File: src/design/l2_cache_pkg.sv
`default_nettype none

package l2_cache_pkg;

    // ====================================================================
    // Cache geometry
    // ====================================================================
    localparam int XLEN       = 32;                  // Byte address width
    localparam int LINE_W     = 128;                 // One cache line
    localparam int N_WAYS     = 4;                   // Fixed associativity
    localparam int WAY_W      = $clog2(N_WAYS);
    localparam int OFFSET_W   = $clog2(LINE_W / 8);  // Byte offset inside a line
    localparam int N_SETS_DEF = 16;                  // Top level may override

    // ====================================================================
    // Common types
    // ====================================================================
    typedef logic [XLEN-1:0]   addr_t;   // Byte address
    typedef logic [LINE_W-1:0] line_t;   // Whole line payload
    typedef logic [WAY_W-1:0]  way_t;    // Way select

    // Controller FSM
    typedef enum logic [1:0] {
        IDLE   = 2'd0,   // Wait for a request
        LOOKUP = 2'd1,   // Array outputs valid, pick hit, evict or fill
        WB_MEM = 2'd2,   // Dirty victim goes out to memory
        RD_MEM = 2'd3    // Line fill from memory
    } ctrl_state_e;

endpackage

`default_nettype wire

File: src/design/l2_array_if.sv
`default_nettype none

interface l2_array_if #(
    parameter int N_SETS = l2_cache_pkg::N_SETS_DEF
);
    import l2_cache_pkg::*;

    localparam int SET_W = $clog2(N_SETS);

    // Driven by the controller
    addr_t            addr;          // Lookup address, stable for a whole request
    logic             write_en;      // Store tag, state and line
    way_t             write_way;     // Target way of the store
    line_t            write_line;
    logic             write_dirty;   // Dirty bit that goes with the store
    logic             fill_done;     // Victim slot refilled, FIFO moves on

    // Driven by the storage blocks
    logic             hit;
    way_t             hit_way;
    logic             victim_valid;
    logic             victim_dirty;
    addr_t            victim_addr;   // Rebuilt line address of the victim
    logic             sweep_busy;    // Valid bits still being cleared
    line_t            hit_line;
    line_t            victim_line;
    way_t             victim_way;

    logic [SET_W-1:0] set_idx;       // Shared by all arrays

    assign set_idx = addr[OFFSET_W +: SET_W];

    modport ctrl (output addr, write_en, write_way, write_line, write_dirty, fill_done,
                  input hit, hit_way, victim_valid, victim_dirty, victim_addr,
                  input sweep_busy, hit_line, victim_line, victim_way);
    modport tags (input addr, set_idx, write_en, write_way, write_dirty, victim_way,
                  output hit, hit_way, victim_valid, victim_dirty, victim_addr, sweep_busy);
    modport data (input set_idx, write_en, write_way, write_line, hit_way, victim_way,
                  output hit_line, victim_line);
    modport repl (input set_idx, fill_done, output victim_way);

endinterface

`default_nettype wire

File: src/design/l2_tag_array.sv
`default_nettype none

module l2_tag_array #(
    parameter int N_SETS = l2_cache_pkg::N_SETS_DEF
) (
    input  wire logic clk_i,
    input  wire logic rst_i,
    l2_array_if.tags  arr
);
    import l2_cache_pkg::*;

    localparam int SET_W = $clog2(N_SETS);
    localparam int TAG_W = XLEN - SET_W - OFFSET_W;

    logic [TAG_W-1:0]  tag_mem   [N_WAYS][N_SETS];
    logic [N_WAYS-1:0] valid_mem [N_SETS];         // One bit per way
    logic [N_WAYS-1:0] dirty_mem [N_SETS];

    logic [TAG_W-1:0]  tag_q [N_WAYS];             // Registered read port
    logic [N_WAYS-1:0] valid_q;
    logic [N_WAYS-1:0] dirty_q;
    logic [N_WAYS-1:0] way_hit;
    logic [TAG_W-1:0]  lookup_tag;
    logic [SET_W-1:0]  sweep_cnt;                  // Set being cleared
    logic              sweep_busy;

    assign lookup_tag     = arr.addr[XLEN-1 -: TAG_W];
    assign arr.sweep_busy = sweep_busy;

    // ====================================================================
    // Valid sweep after reset, one set per cycle
    // ====================================================================
    always_ff @(posedge clk_i) begin
        if (rst_i) begin
            sweep_cnt  <= '0;
            sweep_busy <= 1'b1;
        end else if (sweep_busy) begin
            sweep_cnt  <= sweep_cnt + 1'b1;
            sweep_busy <= (sweep_cnt != SET_W'(N_SETS - 1)); // Done after last set
        end
    end

    // Tags, read one cycle after the address
    always_ff @(posedge clk_i) begin
        if (arr.write_en) begin
            tag_mem[arr.write_way][arr.set_idx] <= lookup_tag;
        end
        for (int w = 0; w < N_WAYS; w++) begin
            tag_q[w] <= tag_mem[w][arr.set_idx];
        end
    end

    // Valid and dirty bits, the sweep has priority over stores
    always_ff @(posedge clk_i) begin
        if (sweep_busy) begin
            valid_mem[sweep_cnt] <= '0;
            dirty_mem[sweep_cnt] <= '0;
            valid_q              <= '0;  // Nothing valid until the sweep ends
            dirty_q              <= '0;
        end else begin
            if (arr.write_en) begin
                valid_mem[arr.set_idx][arr.write_way] <= 1'b1;
                dirty_mem[arr.set_idx][arr.write_way] <= arr.write_dirty;
            end
            valid_q <= valid_mem[arr.set_idx];
            dirty_q <= dirty_mem[arr.set_idx];
        end
    end

    // ====================================================================
    // Compare and hit-way encode
    // ====================================================================
    always_comb begin
        arr.hit_way = '0;
        for (int w = 0; w < N_WAYS; w++) begin
            way_hit[w] = valid_q[w] && (tag_q[w] == lookup_tag);
            if (way_hit[w]) begin
                arr.hit_way = way_t'(w);
            end
        end
    end

    assign arr.hit          = |way_hit;
    assign arr.victim_valid = valid_q[arr.victim_way];
    assign arr.victim_dirty = dirty_q[arr.victim_way];
    assign arr.victim_addr  = {tag_q[arr.victim_way], arr.set_idx, {OFFSET_W{1'b0}}};

    // A line is only ever allocated on a miss, so no two ways may match
    assert property (@(posedge clk_i) disable iff (rst_i || sweep_busy) $onehot0(way_hit))
        else $error("l2_tag_array: more than one way hit");

endmodule

`default_nettype wire

File: src/flat_wrapper.sv
// flat-port wrapper written by rule: the top's interface ports become plain ports
module l2_tag_array_flat import l2_cache_pkg::*;
#(
    parameter int N_SETS = l2_cache_pkg::N_SETS_DEF
)
  (clk_i, rst_i, arr_addr, arr_write_en, arr_write_way, arr_write_dirty, arr_victim_way, arr_hit, arr_hit_way, arr_victim_valid, arr_victim_dirty, arr_victim_addr, arr_sweep_busy);
  l2_array_if #(.N_SETS(N_SETS)) arr_i ();
  input  wire logic clk_i;
  input  wire logic rst_i;
  input wire logic [$bits(arr_i.addr)-1:0] arr_addr;
  input wire logic [$bits(arr_i.write_en)-1:0] arr_write_en;
  input wire logic [$bits(arr_i.write_way)-1:0] arr_write_way;
  input wire logic [$bits(arr_i.write_dirty)-1:0] arr_write_dirty;
  input wire logic [$bits(arr_i.victim_way)-1:0] arr_victim_way;
  output wire logic [$bits(arr_i.hit)-1:0] arr_hit;
  output wire logic [$bits(arr_i.hit_way)-1:0] arr_hit_way;
  output wire logic [$bits(arr_i.victim_valid)-1:0] arr_victim_valid;
  output wire logic [$bits(arr_i.victim_dirty)-1:0] arr_victim_dirty;
  output wire logic [$bits(arr_i.victim_addr)-1:0] arr_victim_addr;
  output wire logic [$bits(arr_i.sweep_busy)-1:0] arr_sweep_busy;
  assign arr_i.addr = {>>{arr_addr}};
  assign arr_i.write_en = arr_write_en;
  assign arr_i.write_way = arr_write_way;
  assign arr_i.write_dirty = arr_write_dirty;
  assign arr_i.victim_way = arr_victim_way;
  assign arr_hit = arr_i.hit;
  assign arr_hit_way = arr_i.hit_way;
  assign arr_victim_valid = arr_i.victim_valid;
  assign arr_victim_dirty = arr_i.victim_dirty;
  assign arr_victim_addr = arr_i.victim_addr;
  assign arr_sweep_busy = arr_i.sweep_busy;
  l2_tag_array #(.N_SETS(N_SETS)) u_core (.clk_i(clk_i), .rst_i(rst_i), .arr(arr_i));
endmodule
File: config.mk
export PLATFORM = sky130hd
export DESIGN_NAME = l2_tag_array_flat
export DESIGN_NICKNAME = d
export VERILOG_FILES = /design/src/design/l2_cache_pkg.sv /design/src/design/l2_array_if.sv /design/src/design/l2_tag_array.sv /design/src/flat_wrapper.sv
export SDC_FILE = /design/constraint.sdc
export NUM_CORES = 2
export LEC_CHECK = 0
export BUFFER_PORTS_ARGS = -buffer_cell sky130_fd_sc_hd__buf_2
export CORE_ASPECT_RATIO = 0.9
export CORE_MARGIN = 5
export CORE_UTILIZATION = 53
export CTS_CLUSTER_SIZE = 12
export DETAILED_ROUTE_END_ITERATION = 10
export PLACE_DENSITY = 0.68
export SKIP_LAST_GASP = 1
export SLEW_MARGIN = 20
export SYNTH_ARGS = -nofsm -noshare
export SYNTH_HDL_FRONTEND = slang
export SYNTH_SLANG_ARGS = --single-unit
File: constraint.sdc
create_clock -name clk_i -period 3.2 [get_ports clk_i]
set_clock_uncertainty 0.15 [all_clocks]
set_input_delay 0 -clock clk_i [delete_from_list [all_inputs] [get_ports clk_i]]
set_output_delay 0 -clock clk_i [all_outputs]
set_load 0.05 [all_outputs]
# Yosys cells after proc, flatten, opt, wreduce, memory -nomap -nowiden
# Memory sizes are Yosys's and may differ from the RTL's. A register that Yosys moved wholly into a read port is not among the register bits.
# Index checks and enable logic that the tools add are counted.
[totals] reg_bits=5 ramBits=1760 out_inout_bits=38 elab_cells=63 n_memories=4
[mem_list] name="u_core.tag_mem" depth=4 word_bits=384 read_ports=4 rd_clocked_by_memory_dff=0 write_ports=1 line_no="l2_tag_array.sv:15" source="logic [TAG_W-1:0] tag_mem [N_WAYS][N_SETS];"
[mem_list] name="u_core.tag_q" depth=4 word_bits=24 read_ports=5 rd_clocked_by_memory_dff=0 write_ports=4 line_no="l2_tag_array.sv:19" source="logic [TAG_W-1:0] tag_q [N_WAYS];"
[mem_list] name="u_core.dirty_mem" depth=16 word_bits=4 read_ports=1 rd_clocked_by_memory_dff=1 write_ports=1 line_no="l2_tag_array.sv:17" source="logic [N_WAYS-1:0] dirty_mem [N_SETS];"
[mem_list] name="u_core.valid_mem" depth=16 word_bits=4 read_ports=1 rd_clocked_by_memory_dff=1 write_ports=1 line_no="l2_tag_array.sv:16" source="logic [N_WAYS-1:0] valid_mem [N_SETS];"
[classes] n_addsub=1 order_cmp=5 eq_ne=5 n_mux=36 bitwise=1 n_reduce_logical=9
[ops] operator="$bmux W24 S4" n=4
[ops] operator="$mux W384" n=1
[ops] operator="$mux W24" n=9
[ops] operator="$demux W24 S4" n=1
[ops] operator="$eq A24 B24 Y1" n=4
[ops] operator="$mux W4" n=7
[ops] operator="$reduce_or A4 Y1" n=3
[ops] operator="$mux W1" n=9
[ops] operator="$logic_and A1 B1 Y1" n=6
[ops] operator="$lt A2 B3 Y1 const B" n=2
[ops] operator="$ge A5 B5 Y1 const B" n=1
[ops] operator="$lt A5 B1 Y1 const B" n=1
[ops] operator="$not A4 Y5" n=1
[ops] operator="$add A4 B1 Y4 const B" n=1
[ops] operator="$bmux W1 S2" n=2
[ops] operator="$mux W2" n=2
[ops] operator="$ne A4 B4 Y1 const B" n=1
[ops] operator="$demux W1 S2" n=1
[ops] operator="$ge A2 B1 Y1 const B" n=1

# Logic depth before layout (Yosys ltp)
[logic_depth] depth_word=7 mapped_depth=9 ltp_nobuf=6

# Worst setup path before layout
# Ideal clock, no wire load.
[synth_timing] path_type="register to register" startpoint="reg u_core.sweep_busy (netlist: u_core.arr.sweep_busy)" endpoint="mem u_core.dirty_mem[0][0] (data pin)" arrival_time_ns=2.614 setup_slack_ns=0.069 stages_incl_launch_ff=7 path_buffers=3 cell_sequence="dfxtp_1 -> buf_2 -> nand2b_1 -> clkbuf_1 -> inv_2 -> buf_2 -> and2_1"
[synth_between] elab_chain_len=4
[synth_lines] item="start, declared" line_no="l2_tag_array.sv:25" source="logic sweep_busy;"
[synth_lines] item="start signal, assigned" line_no="l2_tag_array.sv:39" source="sweep_busy <= (sweep_cnt != SET_W'(N_SETS - 1));"
[synth_lines] item="$mux W1" line_no="l2_tag_array.sv:55" source="if (sweep_busy) begin"
[synth_lines] item="$mux W4 (implied by the code)" line_no="l2_tag_array.sv:63" source="dirty_mem[arr.set_idx][arr.write_way] <= arr.write_dirty;"
[synth_lines] item="$reduce_or A4 Y1 (no line)"
[synth_lines] item="$mux W4 (no line)"
[synth_lines] item="end, declared" line_no="l2_tag_array.sv:17"
# Every way passes these cells.

==> out/results.tsv <==
metric	value	unit
outcome	completed	
die width	385.4	µm
Cell Count Post-Placement	4617	
H-tree depth	4	
I/O pin count	78	
r2r startpoint	u_core.arr.sweep_busy	
final hold violation count	0	
total gr overflow	0	
IR drop worst, VDD	0.5167	mV
Avg WL per Cell	32.68	µm
number of CTS-inserted buffers	174	
power consumption	47410	µW
first-pass GRT wire length	230700	µm
critical path class	register to output pin	
Mapped Area	67240	µm²
largest net degree at the start of global routing	82	
HP Class	input pin to register	
Starting Density	53.11	%
mean post-synth cell area	23.60	µm²
Worst Setup SP	u_core.tag_q[3][6]	
non-filler cells, final	4983	
R2R setup slack	660	ps
area grow syn2layout	13.39	%
predominant post-synthesis flop cell	edfxtp_1	
DP Area	70630	µm²
fin crit period	3177	ps
Yosys top cell by area	edfxtp_1	
FP Rows	124	
Yosys reg bits	1773	
Slew headroom	31.02	%
CP endpoint	arr_hit_way[0]	
most numerous cell in the Yosys netlist	edfxtp_1	
via count	31670	
worst path arrival time	3030	ps
Synthesis Warnings	0	
Crit Path Max Fanout	3	
Max Freq	314.8	MHz
Mapped Cells	2849	
pre-CTS setup slack	665.1	ps
Max-Cap Viols	0	
Leakage Power	0.02409	µW
Critical Path RT	3050	ps
Post-synth EDFFs	1664	
Sinks on Clock Net	1773	
Hold Path Origin	arr_addr[4]	
synth top area cells	edfxtp_1 74%, mux4_2 18%, dfxtp_1 3.2%	
final setup margin	22.96	ps
Synth cell types	38	
routability cong.	0.8822	
worst slew pin tran	1035	ps
first drt pass iteration count	5	
core area	126600	µm²
clock slew at reported path FFs	60	ps
PwrDens	621.9	nW/µm²
hpwl dp	93550	µm
# DRC	0	
top cells by count, synth	1,664 x edfxtp_1, 538 x mux4_2, 135 x nor2_1	
Async SR Flop Fraction	0	%
port bufs	69	
Final ANT Viol Nets	0	
Max Slew Vio Count	0	
Die ar.	134100	µm²
Worst-Skew Late Latency	790	ps
R2R cell count	7	
fraction of layout cells with a size suffix above 1	32.08	%
number of global-route vias before repair	31980	
Critical R2R Capture	u_core.valid_mem[10][1]	
Die Y	347.9	µm
gr usage total	24.50	%
period utilisation layout	99.28	%
detailed router's first-iteration violation count	4116	
setup TNS	0	ps
CP endpoint kind	output pin	
share of the synthesized area in the top cell type	74.32	%
fin nets	3168	
initial antenna violation count	28	
clk root buf	clkbuf_16	
startpoint types	register	
Vias/cell	6.355	
final instance area	76240	µm²
# setup viols final	0	
CTS tree	done	
RSZ-0062 raised after global routing	false	
Max Root-Sink Buffers	3	
final WL	162900	µm
Seq/Total Area, Yosys	77.56	%
## stage by stage
step / utilization [%] / hold slack (ps)
3_5_place_dp: 55.79 / 83.22
5_1_grt: 60.20 / 34.93
2_1_floorplan: - / -77.62
6_report: 60.22 / 28.82
3_3_place_gp: 55.79 / 68.93
4_1_cts: 60.17 / 7.929
## worst min-delay path by stage
stage	to	slack (ps)	depth (start not counted)
6_report	u_core.tag_q[3][12]	30	3
5_1_grt	u_core.tag_q[3][12]	30	3
4_1_cts	u_core.tag_q[3][12]	8	3
3_5_place_dp	u_core.sweep_cnt[0]	80	2
3_3_place_gp	u_core.sweep_cnt[0]	70	2
2_1_floorplan	u_core.sweep_cnt[0]	-80	1
## layer usage
layer	up-vias	global-route usage, %	share of wire [%]
met1	16960	35.13	39
met2	1820	37.92	48
met4	4	6.561	2.4
met5	-	0	0.017
li1	12600	-	-
met3	275	6.859	11
## state kept, by name, indices dropped and copies added, names as in the netlist
name / cells
u_core.arr.sweep_busy: 1
u_core.dirty_mem: 64
u_core.dirty_q: 4
u_core.tag_q: 96
u_core.tag_mem: 1536
u_core.valid_mem: 64
u_core.valid_q: 4
u_core.sweep_cnt: 4
## where the power goes
group          switching [µW]  internal, µW  leakage (µW)
clock network            8220         10600       0.00250
registers                 362         25600        0.0160
logic                    1540          1080       0.00562
total                   10100         37300        0.0241
## cells by family (layout without fill, tap and decap cells)
kind of cell / after synthesis / after routing / synth area share, %
flops: 1773 / 1773 / 77.56
mux: 539 / 539 / 18.04
simple gates: 242 / 242 / 1.569
buf+inv: 162 / 580 / 1.200
xor+xnor: 99 / 99 / 1.290
compound gates: 32 / 32 / 0.3182
fa+ha+maj: 1 / 1 / 0.01861
other cells: 1 / 16 / 0.005577
## repair_timing
action | in CTS | in global routing
endpoints found under the hold margin | 1594 | 2
buffers inserted | 0 | 1
gates resized for setup | 3 | 5
hold buffers | 33 | 1
pin swaps | 0 | 1
endpoints found under the setup margin | 2 | 3
## critical path, stage by stage, from the launching register on
cell and delay (ps):
dfxtp_1 600, xnor2_1 170, nand4_1 110, nor4_1 480, nand4_1 140, buf_4 180
o21ai_1 200, buf_2 340
## cell usage in the layout, fill, tap and decap left out, types with 2 or more instances in the layout
master	n
a21oi_1	9
a21oi_2	2
a22oi_1	16
and2_1	2
buf_12	20
buf_2	65
buf_4	135
buf_8	2
clkbuf_1	104
clkbuf_16	176
clkbuf_8	14
clkinv_1	6
clkinv_2	7
clkinv_8	4
conb_1	4
dfxtp_1	102
dfxtp_2	7
diode_2	12
dlygate4sd3_1	34
edfxtp_1	1664
inv_1	2
inv_6	6
mux4_2	538
nand2_1	50
nand2b_1	2
nand3_1	4
nand3b_1	6
nand4_1	18
nor2_1	71
nor2_2	44
nor2_4	20
nor2b_1	2
nor3_1	4
nor4_1	11
xnor2_1	53
xor2_1	46
## cell type report
cell class	count	area [µm²]
clock buffer	293	4974
clock inverter	26	236.5
tap	1701	2128
multi-input combinational	917	14570
timing repair buffer	258	2135
sequential	1773	52160
antenna	12	30.03
fill	8589	50360
inverter	3	11.26
No activity file was read; power rests on OpenSTA's default activity.
