<file path="src/design/l2_cache_pkg.sv">
`default_nettype none

package l2_cache_pkg;

    // ====================================================================
    // Cache geometry
    // ====================================================================
    localparam int XLEN       = 32;                  // Byte address width
    localparam int LINE_W     = 128;                 // One cache line
    localparam int N_WAYS     = 4;                   // Fixed associativity
    localparam int WAY_W      = $clog2(N_WAYS);
    localparam int OFFSET_W   = $clog2(LINE_W / 8);  // Byte offset inside a line
    localparam int N_SETS_DEF = 16;                  // Top level may override

    // ====================================================================
    // Common types
    // ====================================================================
    typedef logic [XLEN-1:0]   addr_t;   // Byte address
    typedef logic [LINE_W-1:0] line_t;   // Whole line payload
    typedef logic [WAY_W-1:0]  way_t;    // Way select

    // Controller FSM
    typedef enum logic [1:0] {
        IDLE   = 2'd0,   // Wait for a request
        LOOKUP = 2'd1,   // Array outputs valid, pick hit, evict or fill
        WB_MEM = 2'd2,   // Dirty victim goes out to memory
        RD_MEM = 2'd3    // Line fill from memory
    } ctrl_state_e;

endpackage

`default_nettype wire

</file>
<file path="src/design/l2_array_if.sv">
`default_nettype none

interface l2_array_if #(
    parameter int N_SETS = l2_cache_pkg::N_SETS_DEF
);
    import l2_cache_pkg::*;

    localparam int SET_W = $clog2(N_SETS);

    // Driven by the controller
    addr_t            addr;          // Lookup address, stable for a whole request
    logic             write_en;      // Store tag, state and line
    way_t             write_way;     // Target way of the store
    line_t            write_line;
    logic             write_dirty;   // Dirty bit that goes with the store
    logic             fill_done;     // Victim slot refilled, FIFO moves on

    // Driven by the storage blocks
    logic             hit;
    way_t             hit_way;
    logic             victim_valid;
    logic             victim_dirty;
    addr_t            victim_addr;   // Rebuilt line address of the victim
    logic             sweep_busy;    // Valid bits still being cleared
    line_t            hit_line;
    line_t            victim_line;
    way_t             victim_way;

    logic [SET_W-1:0] set_idx;       // Shared by all arrays

    assign set_idx = addr[OFFSET_W +: SET_W];

    modport ctrl (output addr, write_en, write_way, write_line, write_dirty, fill_done,
                  input hit, hit_way, victim_valid, victim_dirty, victim_addr,
                  input sweep_busy, hit_line, victim_line, victim_way);
    modport tags (input addr, set_idx, write_en, write_way, write_dirty, victim_way,
                  output hit, hit_way, victim_valid, victim_dirty, victim_addr, sweep_busy);
    modport data (input set_idx, write_en, write_way, write_line, hit_way, victim_way,
                  output hit_line, victim_line);
    modport repl (input set_idx, fill_done, output victim_way);

endinterface

`default_nettype wire

</file>
<file path="src/design/l2_ctrl.sv">
`default_nettype none

module l2_ctrl (
    input  wire logic                clk_i,
    input  wire logic                rst_i,
    // Request port
    input  wire logic                req_strobe_i,
    input  wire logic                req_wb_i,      // 1 write-back, 0 read
    input  wire l2_cache_pkg::addr_t req_addr_i,
    input  wire l2_cache_pkg::line_t req_data_i,
    output logic                     resp_ready_o,
    output l2_cache_pkg::line_t      resp_data_o,
    // Memory port
    output logic                     m_strobe_o,
    output logic                     m_rw_o,        // 1 write
    output l2_cache_pkg::addr_t      m_addr_o,
    output l2_cache_pkg::line_t      m_data_o,
    input  wire logic                m_ready_i,
    input  wire l2_cache_pkg::line_t m_data_i,
    // Storage blocks
    l2_array_if.ctrl                 arr
);
    import l2_cache_pkg::*;

    ctrl_state_e state_q;
    ctrl_state_e state_d;
    logic        dirty_victim;   // Victim must reach memory before reuse

    assign dirty_victim = arr.victim_valid && arr.victim_dirty;

    always_ff @(posedge clk_i) begin
        if (rst_i) begin
            state_q <= IDLE;
        end else begin
            state_q <= state_d;
        end
    end

    // ====================================================================
    // Next state, response and store strobes
    // ====================================================================
    always_comb begin
        state_d       = state_q;
        resp_ready_o  = 1'b0;
        arr.write_en  = 1'b0;
        arr.fill_done = 1'b0;
        case (state_q)
            IDLE: begin
                if (req_strobe_i && !arr.sweep_busy) begin  // Arrays read this cycle
                    state_d = LOOKUP;
                end
            end
            LOOKUP: begin
                if (arr.hit) begin
                    resp_ready_o = 1'b1;
                    arr.write_en = req_wb_i;       // Write-back hit overwrites the line
                    state_d      = IDLE;
                end else if (dirty_victim) begin
                    state_d = WB_MEM;
                end else if (req_wb_i) begin       // Clean victim takes the line in place
                    resp_ready_o  = 1'b1;
                    arr.write_en  = 1'b1;
                    arr.fill_done = 1'b1;
                    state_d       = IDLE;
                end else begin
                    state_d = RD_MEM;
                end
            end
            WB_MEM: begin
                if (m_ready_i) begin
                    if (req_wb_i) begin            // Slot now free for the write-back
                        resp_ready_o  = 1'b1;
                        arr.write_en  = 1'b1;
                        arr.fill_done = 1'b1;
                        state_d       = IDLE;
                    end else begin
                        state_d = RD_MEM;
                    end
                end
            end
            RD_MEM: begin
                if (m_ready_i) begin               // Fill and answer at once
                    resp_ready_o  = 1'b1;
                    arr.write_en  = 1'b1;
                    arr.fill_done = 1'b1;
                    state_d       = IDLE;
                end
            end
            default: state_d = IDLE;
        endcase
    end

    // Store path
    assign arr.addr        = req_addr_i;
    assign arr.write_way   = (state_q == LOOKUP && arr.hit) ? arr.hit_way : arr.victim_way;
    assign arr.write_line  = (state_q == RD_MEM) ? m_data_i : req_data_i;
    assign arr.write_dirty = req_wb_i;   // Fills from memory are clean

    // ====================================================================
    // Memory port held until the ready pulse
    // ====================================================================
    assign m_strobe_o = (state_q == WB_MEM || state_q == RD_MEM) && !m_ready_i;
    assign m_rw_o     = (state_q == WB_MEM);
    assign m_data_o   = arr.victim_line;            // Only used with m_rw_o
    always_comb begin
        case (state_q)
            WB_MEM:  m_addr_o = arr.victim_addr;
            RD_MEM:  m_addr_o = {req_addr_i[XLEN-1:OFFSET_W], {OFFSET_W{1'b0}}};
            default: m_addr_o = '0;
        endcase
    end

    // Read data from the hit way or straight from memory
    always_comb begin
        if (state_q == LOOKUP && arr.hit && !req_wb_i) begin
            resp_data_o = arr.hit_line;
        end else if (state_q == RD_MEM && m_ready_i) begin
            resp_data_o = m_data_i;
        end else begin
            resp_data_o = '0;
        end
    end

    // Request stays up with fixed address and direction until memory answers
    assert property (@(posedge clk_i) disable iff (rst_i)
        m_strobe_o |=> m_ready_i || (m_strobe_o && $stable(m_addr_o) && $stable(m_rw_o)))
        else $error("l2_ctrl: memory request dropped or changed");

    // Lookup results stay valid only while the requester holds its request
    assert property (@(posedge clk_i) disable iff (rst_i)
        (state_q != IDLE) |-> req_strobe_i && $stable(req_addr_i) && $stable(req_wb_i))
        else $error("l2_ctrl: request changed before the response");

    // Nothing leaves the controller while idle
    assert property (@(posedge clk_i) disable iff (rst_i)
        (state_q == IDLE) |-> !resp_ready_o && !m_strobe_o)
        else $error("l2_ctrl: output active in IDLE");

endmodule

`default_nettype wire

</file>
<file path="src/flat_wrapper.sv">
// flat-port wrapper written by rule: the top's interface ports become plain ports
module l2_ctrl_flat import l2_cache_pkg::*;
  (clk_i, rst_i, req_strobe_i, req_wb_i, req_addr_i, req_data_i, resp_ready_o, resp_data_o, m_strobe_o, m_rw_o, m_addr_o, m_data_o, m_ready_i, m_data_i, arr_addr, arr_write_en, arr_write_way, arr_write_line, arr_write_dirty, arr_fill_done, arr_hit, arr_hit_way, arr_victim_valid, arr_victim_dirty, arr_victim_addr, arr_sweep_busy, arr_hit_line, arr_victim_line, arr_victim_way);
  l2_array_if arr_i ();
  input  wire logic clk_i;
  input  wire logic rst_i;
  input  wire logic req_strobe_i;
  input  wire logic req_wb_i;
  input  wire l2_cache_pkg::addr_t req_addr_i;
  input  wire l2_cache_pkg::line_t req_data_i;
  output logic resp_ready_o;
  output l2_cache_pkg::line_t resp_data_o;
  output logic m_strobe_o;
  output logic m_rw_o;
  output l2_cache_pkg::addr_t m_addr_o;
  output l2_cache_pkg::line_t m_data_o;
  input  wire logic m_ready_i;
  input  wire l2_cache_pkg::line_t m_data_i;
  output wire logic [$bits(arr_i.addr)-1:0] arr_addr;
  output wire logic [$bits(arr_i.write_en)-1:0] arr_write_en;
  output wire logic [$bits(arr_i.write_way)-1:0] arr_write_way;
  output wire logic [$bits(arr_i.write_line)-1:0] arr_write_line;
  output wire logic [$bits(arr_i.write_dirty)-1:0] arr_write_dirty;
  output wire logic [$bits(arr_i.fill_done)-1:0] arr_fill_done;
  input wire logic [$bits(arr_i.hit)-1:0] arr_hit;
  input wire logic [$bits(arr_i.hit_way)-1:0] arr_hit_way;
  input wire logic [$bits(arr_i.victim_valid)-1:0] arr_victim_valid;
  input wire logic [$bits(arr_i.victim_dirty)-1:0] arr_victim_dirty;
  input wire logic [$bits(arr_i.victim_addr)-1:0] arr_victim_addr;
  input wire logic [$bits(arr_i.sweep_busy)-1:0] arr_sweep_busy;
  input wire logic [$bits(arr_i.hit_line)-1:0] arr_hit_line;
  input wire logic [$bits(arr_i.victim_line)-1:0] arr_victim_line;
  input wire logic [$bits(arr_i.victim_way)-1:0] arr_victim_way;
  assign arr_addr = {>>{arr_i.addr}};
  assign arr_write_en = arr_i.write_en;
  assign arr_write_way = arr_i.write_way;
  assign arr_write_line = arr_i.write_line;
  assign arr_write_dirty = arr_i.write_dirty;
  assign arr_fill_done = arr_i.fill_done;
  assign arr_i.hit = arr_hit;
  assign arr_i.hit_way = arr_hit_way;
  assign arr_i.victim_valid = arr_victim_valid;
  assign arr_i.victim_dirty = arr_victim_dirty;
  assign arr_i.victim_addr = arr_victim_addr;
  assign arr_i.sweep_busy = arr_sweep_busy;
  assign arr_i.hit_line = arr_hit_line;
  assign arr_i.victim_line = arr_victim_line;
  assign arr_i.victim_way = arr_victim_way;
  l2_ctrl u_core (.clk_i(clk_i), .rst_i(rst_i), .req_strobe_i(req_strobe_i), .req_wb_i(req_wb_i), .req_addr_i(req_addr_i), .req_data_i(req_data_i), .resp_ready_o(resp_ready_o), .resp_data_o(resp_data_o), .m_strobe_o(m_strobe_o), .m_rw_o(m_rw_o), .m_addr_o(m_addr_o), .m_data_o(m_data_o), .m_ready_i(m_ready_i), .m_data_i(m_data_i), .arr(arr_i));
endmodule
</file>
<file path="config.mk">
export PLATFORM = sky130hd
export DESIGN_NAME = l2_ctrl_flat
export DESIGN_NICKNAME = d
export VERILOG_FILES = /design/src/design/l2_cache_pkg.sv /design/src/design/l2_array_if.sv /design/src/design/l2_ctrl.sv /design/src/flat_wrapper.sv
export SDC_FILE = /design/constraint.sdc
export NUM_CORES = 1
export LEC_CHECK = 0
export BUFFER_PORTS_ARGS = -buffer_cell sky130_fd_sc_hd__buf_2
export CAP_MARGIN = 15
export CORE_AREA = 2 2 402 404
export CTS_CLUSTER_SIZE = 24
export DETAILED_ROUTE_END_ITERATION = 10
export DIE_AREA = 0 0 404 406
export PLACE_DENSITY = 0.3
export SLEW_MARGIN = 30
export SYNTH_ARGS = -nofsm -noshare
export SYNTH_HDL_FRONTEND = slang
export SYNTH_SLANG_ARGS = --single-unit
</file>
<file path="constraint.sdc">
create_clock -name clk_i -period 1.7 [get_ports clk_i]
set_input_delay 0.425 -clock clk_i [delete_from_list [all_inputs] [get_ports clk_i]]
set_output_delay 0.425 -clock clk_i [all_outputs]
set_load 0.02 [all_outputs]
</file>
== Word level (Yosys, flattened, before mapping) ==
Cells that the tools add are included.
Storage, ports and cells
  register bits: 2
  input bits: 589
  output and inout bits: 456
Operators by class
  equality and inequality tests: 6
  mux-type cells: 22
  reduce and logical (&&, ||, !) cells: 12
Operators with widths (number)
  $mux 128: 3
  $pmux 32 s2: 1
  $mux 2: 7
  $pmux 1 s3: 3
  $pmux 2 s4: 1
  $mux 1: 7
  $logic_and 1x1->1: 6
  $eq 2x2->1 const B: 2
  $ne 2x1->1 const B: 2
  $logic_not 1->1: 3
  $reduce_and 3->1: 1
  $eq 2x1->1 const B: 1
  $logic_not 2->1: 1
  $ne 2x2->1 const B: 1
  $logic_or 1x1->1: 1

== Longest topological paths before layout ==
Gate-level depths: netlist of run 1.
  depth after elaboration: 4
  depth in mapped cells: 6
  mapped depth without buffers: 3

== Worst setup path before layout of run 1 ==
No wires, ideal clock.
  path kind: register -> output
  from: register u_core.state_q[0]
  to: output port arr_write_en
  data arrival time: 1.357 ns
  setup slack: -0.082 ns
  stages on the path, launching flop included: 5
  buffers on the path: 2
  cells stage by stage: dfxtp_1 -> buf_4 -> buf_2 -> nand2_1 -> o31ai_1
Between the ends
  cells in the longest elaborated chain, start to end: 2
  elaborated cells on any way between the ends: 4
  those cells by class: eq/ne: 3; mux: 1
Ends and longest elaborated chain
  from (decl): line l2_ctrl.sv:25  | ctrl_state_e state_q;
  from (signal assigned): line l2_ctrl.sv:35  | state_q <= state_d;
  $eq 2x2->1 or $eq 2x1->1 (tied branches): line l2_ctrl.sv:47  | case (state_q)
  $pmux 1 s3 *: line l2_ctrl.sv:47
  to (decl): line flat_wrapper.sv:20  | output wire logic [$bits(arr_i.write_en)-1:0] arr_write_en;
Mark *: on every way between the ends. The rest lies on a longest branch, timed or not.

== Final worst setup path of run 1 ==
  from: register u_core.state_q[0]
  to: output port resp_data_o[127]
Between the ends
  cells in the longest elaborated chain, start to end: 4
  elaborated cells on any way between the ends: 7
  those cells by class: eq/ne: 2; mux: 2; reduce/logical: 3
Ends and longest elaborated chain
  $eq 2x2->1 or $eq 2x1->1 (tied branches): line l2_ctrl.sv:117, l2_ctrl.sv:115
  $logic_and 1x1->1 (on tied branches): line l2_ctrl.sv:117, l2_ctrl.sv:115
  $mux 128 or $logic_and 1x1->1 (tied branches): line l2_ctrl.sv:117, l2_ctrl.sv:115
  $mux 128 *: line l2_ctrl.sv:115  | if (state_q == LOOKUP && arr.hit && !req_wb_i) begin
  to (decl): line flat_wrapper.sv:12  | output l2_cache_pkg::line_t resp_data_o;
Marks and branches as above.

==> results.json, run 1 <==
{
  "io_buffer_count": 780,
  "required_ns": 1.27,
  "ys_seq_area_share_pct": 0.7659,
  "pwr-share-comb_pct": 86.9,
  "ys.flop_type": "dfxtp_1",
  "die_w_microns": 404,
  "hold_path_class": "in -> reg",
  "netlist_top_cells_area": "mux2_4, buf_4, a22o_1, buf_6, mux2_2",
  "place_inst": 3269,
  "start_util_pct": 3.274,
  "synthDistinctLibCells": 30,
  "cellLeakagePower_nw": 7.234,
  "regMostFlops": "u_core.state_q",
  "finalCritPeriodShare_pct": 133.0,
  "violations": "negative setup slack",
  "clk_path_buf_depth": 2,
  "routed_wl_mm": 112.2,
  "synth_edf_count": 0,
  "final_util_pct": 9.597,
  "cts.sinks": 2,
  "critPathLaunch": "u_core.state_q[0]$_SDFFE_PP0P_",
  "worst_pin_slew_ns": 0.4402,
  "reg.largest.list": "u_core.state_q: 2 flops",
  "path_class": "reg -> out",
  "insertion_delay_ns": 0.22,
  "endpoint": "resp_data_o[127]",
  "synth_top_area_cell": "mux2_4",
  "die-area_sq_mm": 0.1640,
  "switching_share_pct": 46.93,
  "stdcell_count": 3370,
  "die_height_microns": 406,
  "rsz0062_at_grt": "true",
  "p_total_mw": 3.060,
  "p_sw_mw": 1.436,
  "finalCriticalPeriod_ns": 2.261,
  "p_clk_share_pct": 11.4,
  "cts_root_buf": "clkbuf_16",
  "place_hpwl_mm": 98.30,
  "p_int_mw": 1.624,
  "ys_ff_latch": 2,
  "clock.fmax_mhz": 442.3,
  "gp_congestion": 0.9613,
  "syn_inst": 557,
  "grt_usage_pct": 12.49,
  "viasPerCell": 2.572,
  "drv_cap": 0,
  "largest_register_ffs": 2,
  "setup_viol": 295,
  "critPathCaptureType": "output port",
  "finalMaxSlewViolations": 0,
  "ctsHoldBuffers": 0,
  "grt_max_degree": 54,
  "yosysMostFrequentCell": "buf_4",
  "syn_avg_cell_area_sq_um": 9.385,
  "rows": 147,
  "start_kind": "register",
  "grt_pass1_vias": 8049,
  "worst-endpoint-arrival_ns": 1.84,
  "synthToLayoutAreaGrowth_pct": 193.1,
  "worst_hold_slack_ns": 0.3990,
  "rrSetupSlack_ns": 0.08,
  "setup_ws_ns": -0.5609,
  "drive_gt1_share_pct": 90.33,
  "path_clk_slew_ns": 0.03,
  "finClkSkew_ns": 0.0001480,
  "via_count": 8666,
  "synth_warnings": 0,
  "ant_nets": 0,
  "avgRoutedWirePerCell_microns": 33.30,
  "vdd_drop_max_uv": 190.9,
  "seqPwrFrac_pct": 1.7,
  "synthTopCellsByCount": "buf_4, a22o_1, mux2_4, buf_6, nor2_1",
  "netlist_area_sq_mm": 0.005228,
  "reg2reg_depth": 8,
  "async_flop_share_pct": 0,
  "reg2reg_to": "u_core.state_q[0]$_SDFFE_PP0P_",
  "core_area_sq_mm": 0.1596,
  "overflow": 0,
  "r2r_start": "u_core.state_q[0]$_SDFFE_PP0P_",
  "nets": 1852,
  "final-hold-violation-count": 0,
  "io_pins": 1045,
  "cts-buffers-inserted": 3,
  "cellPowerDensity_mw_per_mm2": 199.7,
  "drtIter0Drc": 664,
  "cts_tree": "yes",
  "htree_num_levels": 1,
  "antenna_found_initial": 126,
  "synth_nets": 1146,
  "cp_max_fo": 5,
  "max-slew-margin-rel_pct": 70.65,
  "synth_top_cell_area_share_pct": 28.72,
  "status": "finished, violations left",
  "grt_pass1_wl_mm": 125.5,
  "drc": 0,
  "drtPass1Iterations": 5
}
==> worst min-delay path by stage <==
stage                     start                              to  slack (ns)  cells past startpoint
after floorplan           rst_i  u_core.state_q[0]$_SDFFE_PP0P_        0.49                      1
after global placement    rst_i  u_core.state_q[0]$_SDFFE_PP0P_        0.63                      2
after detailed placement  rst_i  u_core.state_q[0]$_SDFFE_PP0P_        0.63                      2
after CTS                 rst_i  u_core.state_q[0]$_SDFFE_PP0P_        0.40                      2
after global routing      rst_i  u_core.state_q[0]$_SDFFE_PP0P_        0.40                      2
final                     rst_i  u_core.state_q[0]$_SDFFE_PP0P_        0.40                      2
==> layout by cell type, fill, tap and decap left out, drive strengths merged <==
master and instances:
nand2 5, o211ai 1, and2 4, mux2 130, nor3 2, nand3 1, clkbuf 21, o21ai 1
buf 894, and3 1, clkinvlp 1, dfxtp 2, a311oi 1, nor2 30, nor4b 1, a22o 128
diode 23, nor2b 2, o31ai 1, mux2i 28, nor3b 1, nand3b 1, inv 1, a31oi 1
o32a 1, a21oi 2
==> final cells by class <==
class,count,area (sq um)
Tap cell,2086,2610
Antenna cell,23,57.56
Inverter,2,11.26
Fill cell,18640,144300
Sequential cell,2,47.55
Clock buffer,3,75.07
Timing Repair Buffer,912,8160
Multi-Input combinational cell,342,4359
==> metal layers <==
metal / part of all wire (%) / routed length [microns] / GRT usage (%)
met5: 0.46 / 516 / 0
met4: 2.5 / 2802 / 1.898
met3: 13 / 14530 / 6.865
met2: 43 / 48670 / 19.40
met1: 41 / 45690 / 15.29
==> power by group through the flow <==
stage	Sequential, mW	Combinational [mW]	Clock, mW
CTS	0.0505	2.39	0.354
floorplan	0.0501	1.24	0
global placement	0.0547	2.15	0
finish	0.0507	2.66	0.349
global route	0.0511	2.78	0.362
detailed placement	0.0547	2.12	0
==> metrics by stage <==
step,setup WS [ns],instance area (sq um),TNS [ns]
after CTS,-0.6177,13400,-136.70
final,-0.5609,15320,-117.56
after global placement,-0.8302,11140,-109.67
after global routing,-0.6123,15280,-135.12
after floorplan,0.06424,5233,0
after detailed placement,-0.8196,11140,-106.03
==> cell families after synthesis <==
family,share of synthesized area (%)
compound gates,22.50
mux,40.55
flops,0.7659
buf+inv,31.57
simple gates,4.619
==> timing repair <==
item                       in CTS  in global routing
buffers inserted               38                 23
setup endpoints to repair     297                297
pin swaps                      17                 41
gates resized for setup       367                451
cloned                         12                 19
==> worst max-delay path, cell delays in order, from the launching register on <==
cell and delay, ns:
dfxtp_4 0.35, buf_6 0.12, and3_4 0.21, buf_12 0.15, clkbuf_16 0.17, buf_12 0.15
a22o_4 0.30, buf_6 0.14
Note: power is estimated with default switching activity, not from simulation.
==> run 2: changes to the inputs <==
Settings changed: ABC_AREA from default to 1, CORE_AREA 2 2 402 404 to 2 2 403 405, CTS_CLUSTER_SIZE 24 to 40, DIE_AREA 0 0 404 406 to 0 0 405 407.
==> run 2 against run 1 <==
Compared with the run above: the run still ends with negative setup slack left; fmax grew 5.5%; register-to-register slack gained 0.22 ns; sequential share of layout area about the same.
==> results.json, run 2 <==
{
  "via_count": 10380,
  "syn_inst": 961,
  "grt_pass1_vias": 9716,
  "ys.flop_type": "dfxtp_1",
  "p_int_mw": 1.862,
  "cts_tree": "yes",
  "place_inst": 3766,
  "cellLeakagePower_nw": 6.848,
  "final_cell_area_sq_mm": 0.01434,
  "finalCritPeriodShare_pct": 126.0,
  "status": "finished, violations left",
  "clock.fmax_mhz": 466.7,
  "violations": "negative setup slack",
  "regMostFlops": "u_core.state_q",
  "ys_ff_latch": 2,
  "crit_path_top_delay_cell": "dfxtp_4",
  "cts_root_buf": "clkbuf_16",
  "nets": 2244,
  "ant_nets": 0,
  "gp_congestion": 0.9075,
  "cts.sinks": 2,
  "pwr-share-comb_pct": 89.7,
  "synth_top_cell_area_share_pct": 25.73,
  "synth_warnings": 0,
  "p_total_mw": 4.031,
  "viasPerCell": 2.713,
  "antenna_found_initial": 115,
  "largest_register_ffs": 2,
  "netlist_top_cells_area": "buf_4, o21ai_0, nand3_1, o21ai_1, nand2_1",
  "drv_cap": 0,
  "drtPass1Iterations": 5,
  "cts-buffers-inserted": 3,
  "seqPwrFrac_pct": 1.5,
  "start_kind": "register",
  "insertion_delay_ns": 0.22,
  "htree_num_levels": 1,
  "cp_slowest_stage_delay_ns": 0.38,
  "cellPowerDensity_mw_per_mm2": 281.2,
  "reg.largest.list": "u_core.state_q: 2 flops",
  "avgRoutedWirePerCell_microns": 28.48,
  "path_clk_slew_ns": 0.03,
  "cp_cell_sequence": "nand2_8 -> inv_6 -> nand2_8 -> buf_16 -> buf_12 -> o21ai_4 -> buf_12",
  "grt_pass1_wl_mm": 125.1,
  "die_w_microns": 405,
  "core_area_sq_mm": 0.1602,
  "setup_ws_ns": -0.4428,
  "finalMaxSlewViolations": 0,
  "mostFrequentLayoutCells": "buf_2, inv_1, buf_4",
  "place_hpwl_mm": 96.22,
  "timing.setup.tns_ns": -84.05,
  "routed_wl_mm": 109.0,
  "async_flop_share_pct": 0,
  "required_ns": 1.27,
  "finalCriticalPeriod_ns": 2.143,
  "synthToLayoutAreaGrowth_pct": 184.0,
  "setup_viol": 293,
  "final-hold-violation-count": 0,
  "path_class": "reg -> out",
  "layout_commonest_cell": "buf_2",
  "place_ws_ns": -0.7051,
  "hold_path_class": "in -> reg",
  "p_sw_mw": 2.170,
  "vdd_drop_max_uv": 170.3,
  "worst_pin_slew_ns": 0.4288,
  "worst_hold_slack_ns": 0.3732,
  "cp_max_fo": 15,
  "die-area_sq_mm": 0.1648,
  "final_util_pct": 8.949,
  "critPathCaptureType": "output port",
  "synthTopCellsByCount": "buf_4, nand2_1, inv_1, o21ai_0, nand3_1",
  "worst-endpoint-arrival_ns": 1.72,
  "max-slew-margin-rel_pct": 71.11,
  "die_height_microns": 407,
  "io_buffer_count": 780,
  "yosysMostFrequentCell": "buf_4",
  "rsz0062_at_grt": "true",
  "grt_max_degree": 38,
  "grt_usage_pct": 12.14,
  "clk_path_buf_depth": 2,
  "ys_seq_area_share_pct": 0.7933,
  "io_pins": 1045,
  "synth_edf_count": 0,
  "start_util_pct": 3.151,
  "syn_avg_cell_area_sq_um": 5.252,
  "drtIter0Drc": 782,
  "p_clk_share_pct": 8.7,
  "postPlaceCellArea_sq_mm": 0.01171,
  "rows": 147,
  "synth_nets": 1550,
  "netlist_area_sq_mm": 0.005047,
  "synth_top_area_cell": "buf_4",
  "stdcell_count": 3827,
  "drive_gt1_share_pct": 65.94,
  "finClkSkew_ns": 0.0009655,
  "drc": 0,
  "ctsHoldBuffers": 0,
  "synthDistinctLibCells": 22,
  "switching_share_pct": 53.82,
  "overflow": 0
}
==> run 2: changes by cell type after synthesis, moves of 25 or more <==
cell,change
o21ai_1,+110
clkbuf_1,+25
inv_1,+136
buf_6,-26
nand2_1,+141
mux2_2,-27
mux2_4,-100
o21ai_0,+136
a22o_1,-100
mux2i_1,-28
nand3_1,+130
==> run 2: power by group through the flow <==
stage	Combinational [mW]	Sequential [mW]	Clock, mW
global placement	3.03	0.0596	0
CTS	3.51	0.0610	0.356
floorplan	1.51	0.0569	0
detailed placement	3.02	0.0599	0
global route	3.85	0.0622	0.366
finish	3.62	0.0613	0.352
==> run 2: logic make-up (layout without fill, tap and decap cells) <==
kind of cell	count (synthesis)	after routing	synth area share, %
DFF	2	2	0.7933
buffers and inverters	378	1070	42.41
AOI/OAI and AO/OA	290	290	31.63
and+or+nand+nor	291	291	25.16
other	0	14	0
==> run 2: path summary, 6_finish.rpt <==
check / startpoint / endpoint / slack [ns] / cells past startpoint
max: u_core.state_q[0]$_SDFFE_PP0P_ / resp_data_o[46] / -0.44 / 7
max reg2reg: u_core.state_q[1]$_SDFFE_PP0P_ / u_core.state_q[1]$_SDFFE_PP0P_ / 0.30 / 10
min: rst_i / u_core.state_q[0]$_SDFFE_PP0P_ / 0.37 / 2
min reg2reg: u_core.state_q[1]$_SDFFE_PP0P_ / u_core.state_q[0]$_SDFFE_PP0P_ / 0.86 / 6
==> run 2: what timing repair did <==
item                       in CTS  in global routing
setup endpoints to repair     295                294
pin swaps                       3                  4
gates resized for setup       341                208
cloned                         12                  5
setup buffers                  21                  9
==> run 2: critical path, delay by kind of cell (launching register included) <==
kind / cells / cell delay (ns)
buf+inv: 4 / 0.63
simple gates: 2 / 0.16
flops: 1 / 0.38
compound gates: 1 / 0.23
==> run 2: metal layers <==
layer	up-vias	routed length, microns	GRT usage, %
li1	4419	-	-
met1	4750	38910	12.94
met2	939	49750	20.04
met3	207	17890	8.622
met4	66	2049	1.250
met5	-	404	0
==> run 2: area by class of cell <==
type | instances | area, sq um
Sequential cell | 2 | 47.55
Clock buffer | 3 | 75.07
Tap cell | 2160 | 2703
Multi-Input combinational cell | 581 | 3762
Inverter | 141 | 554.3
Fill cell | 18950 | 145900
Antenna cell | 14 | 35.03
Timing Repair Buffer | 926 | 7159
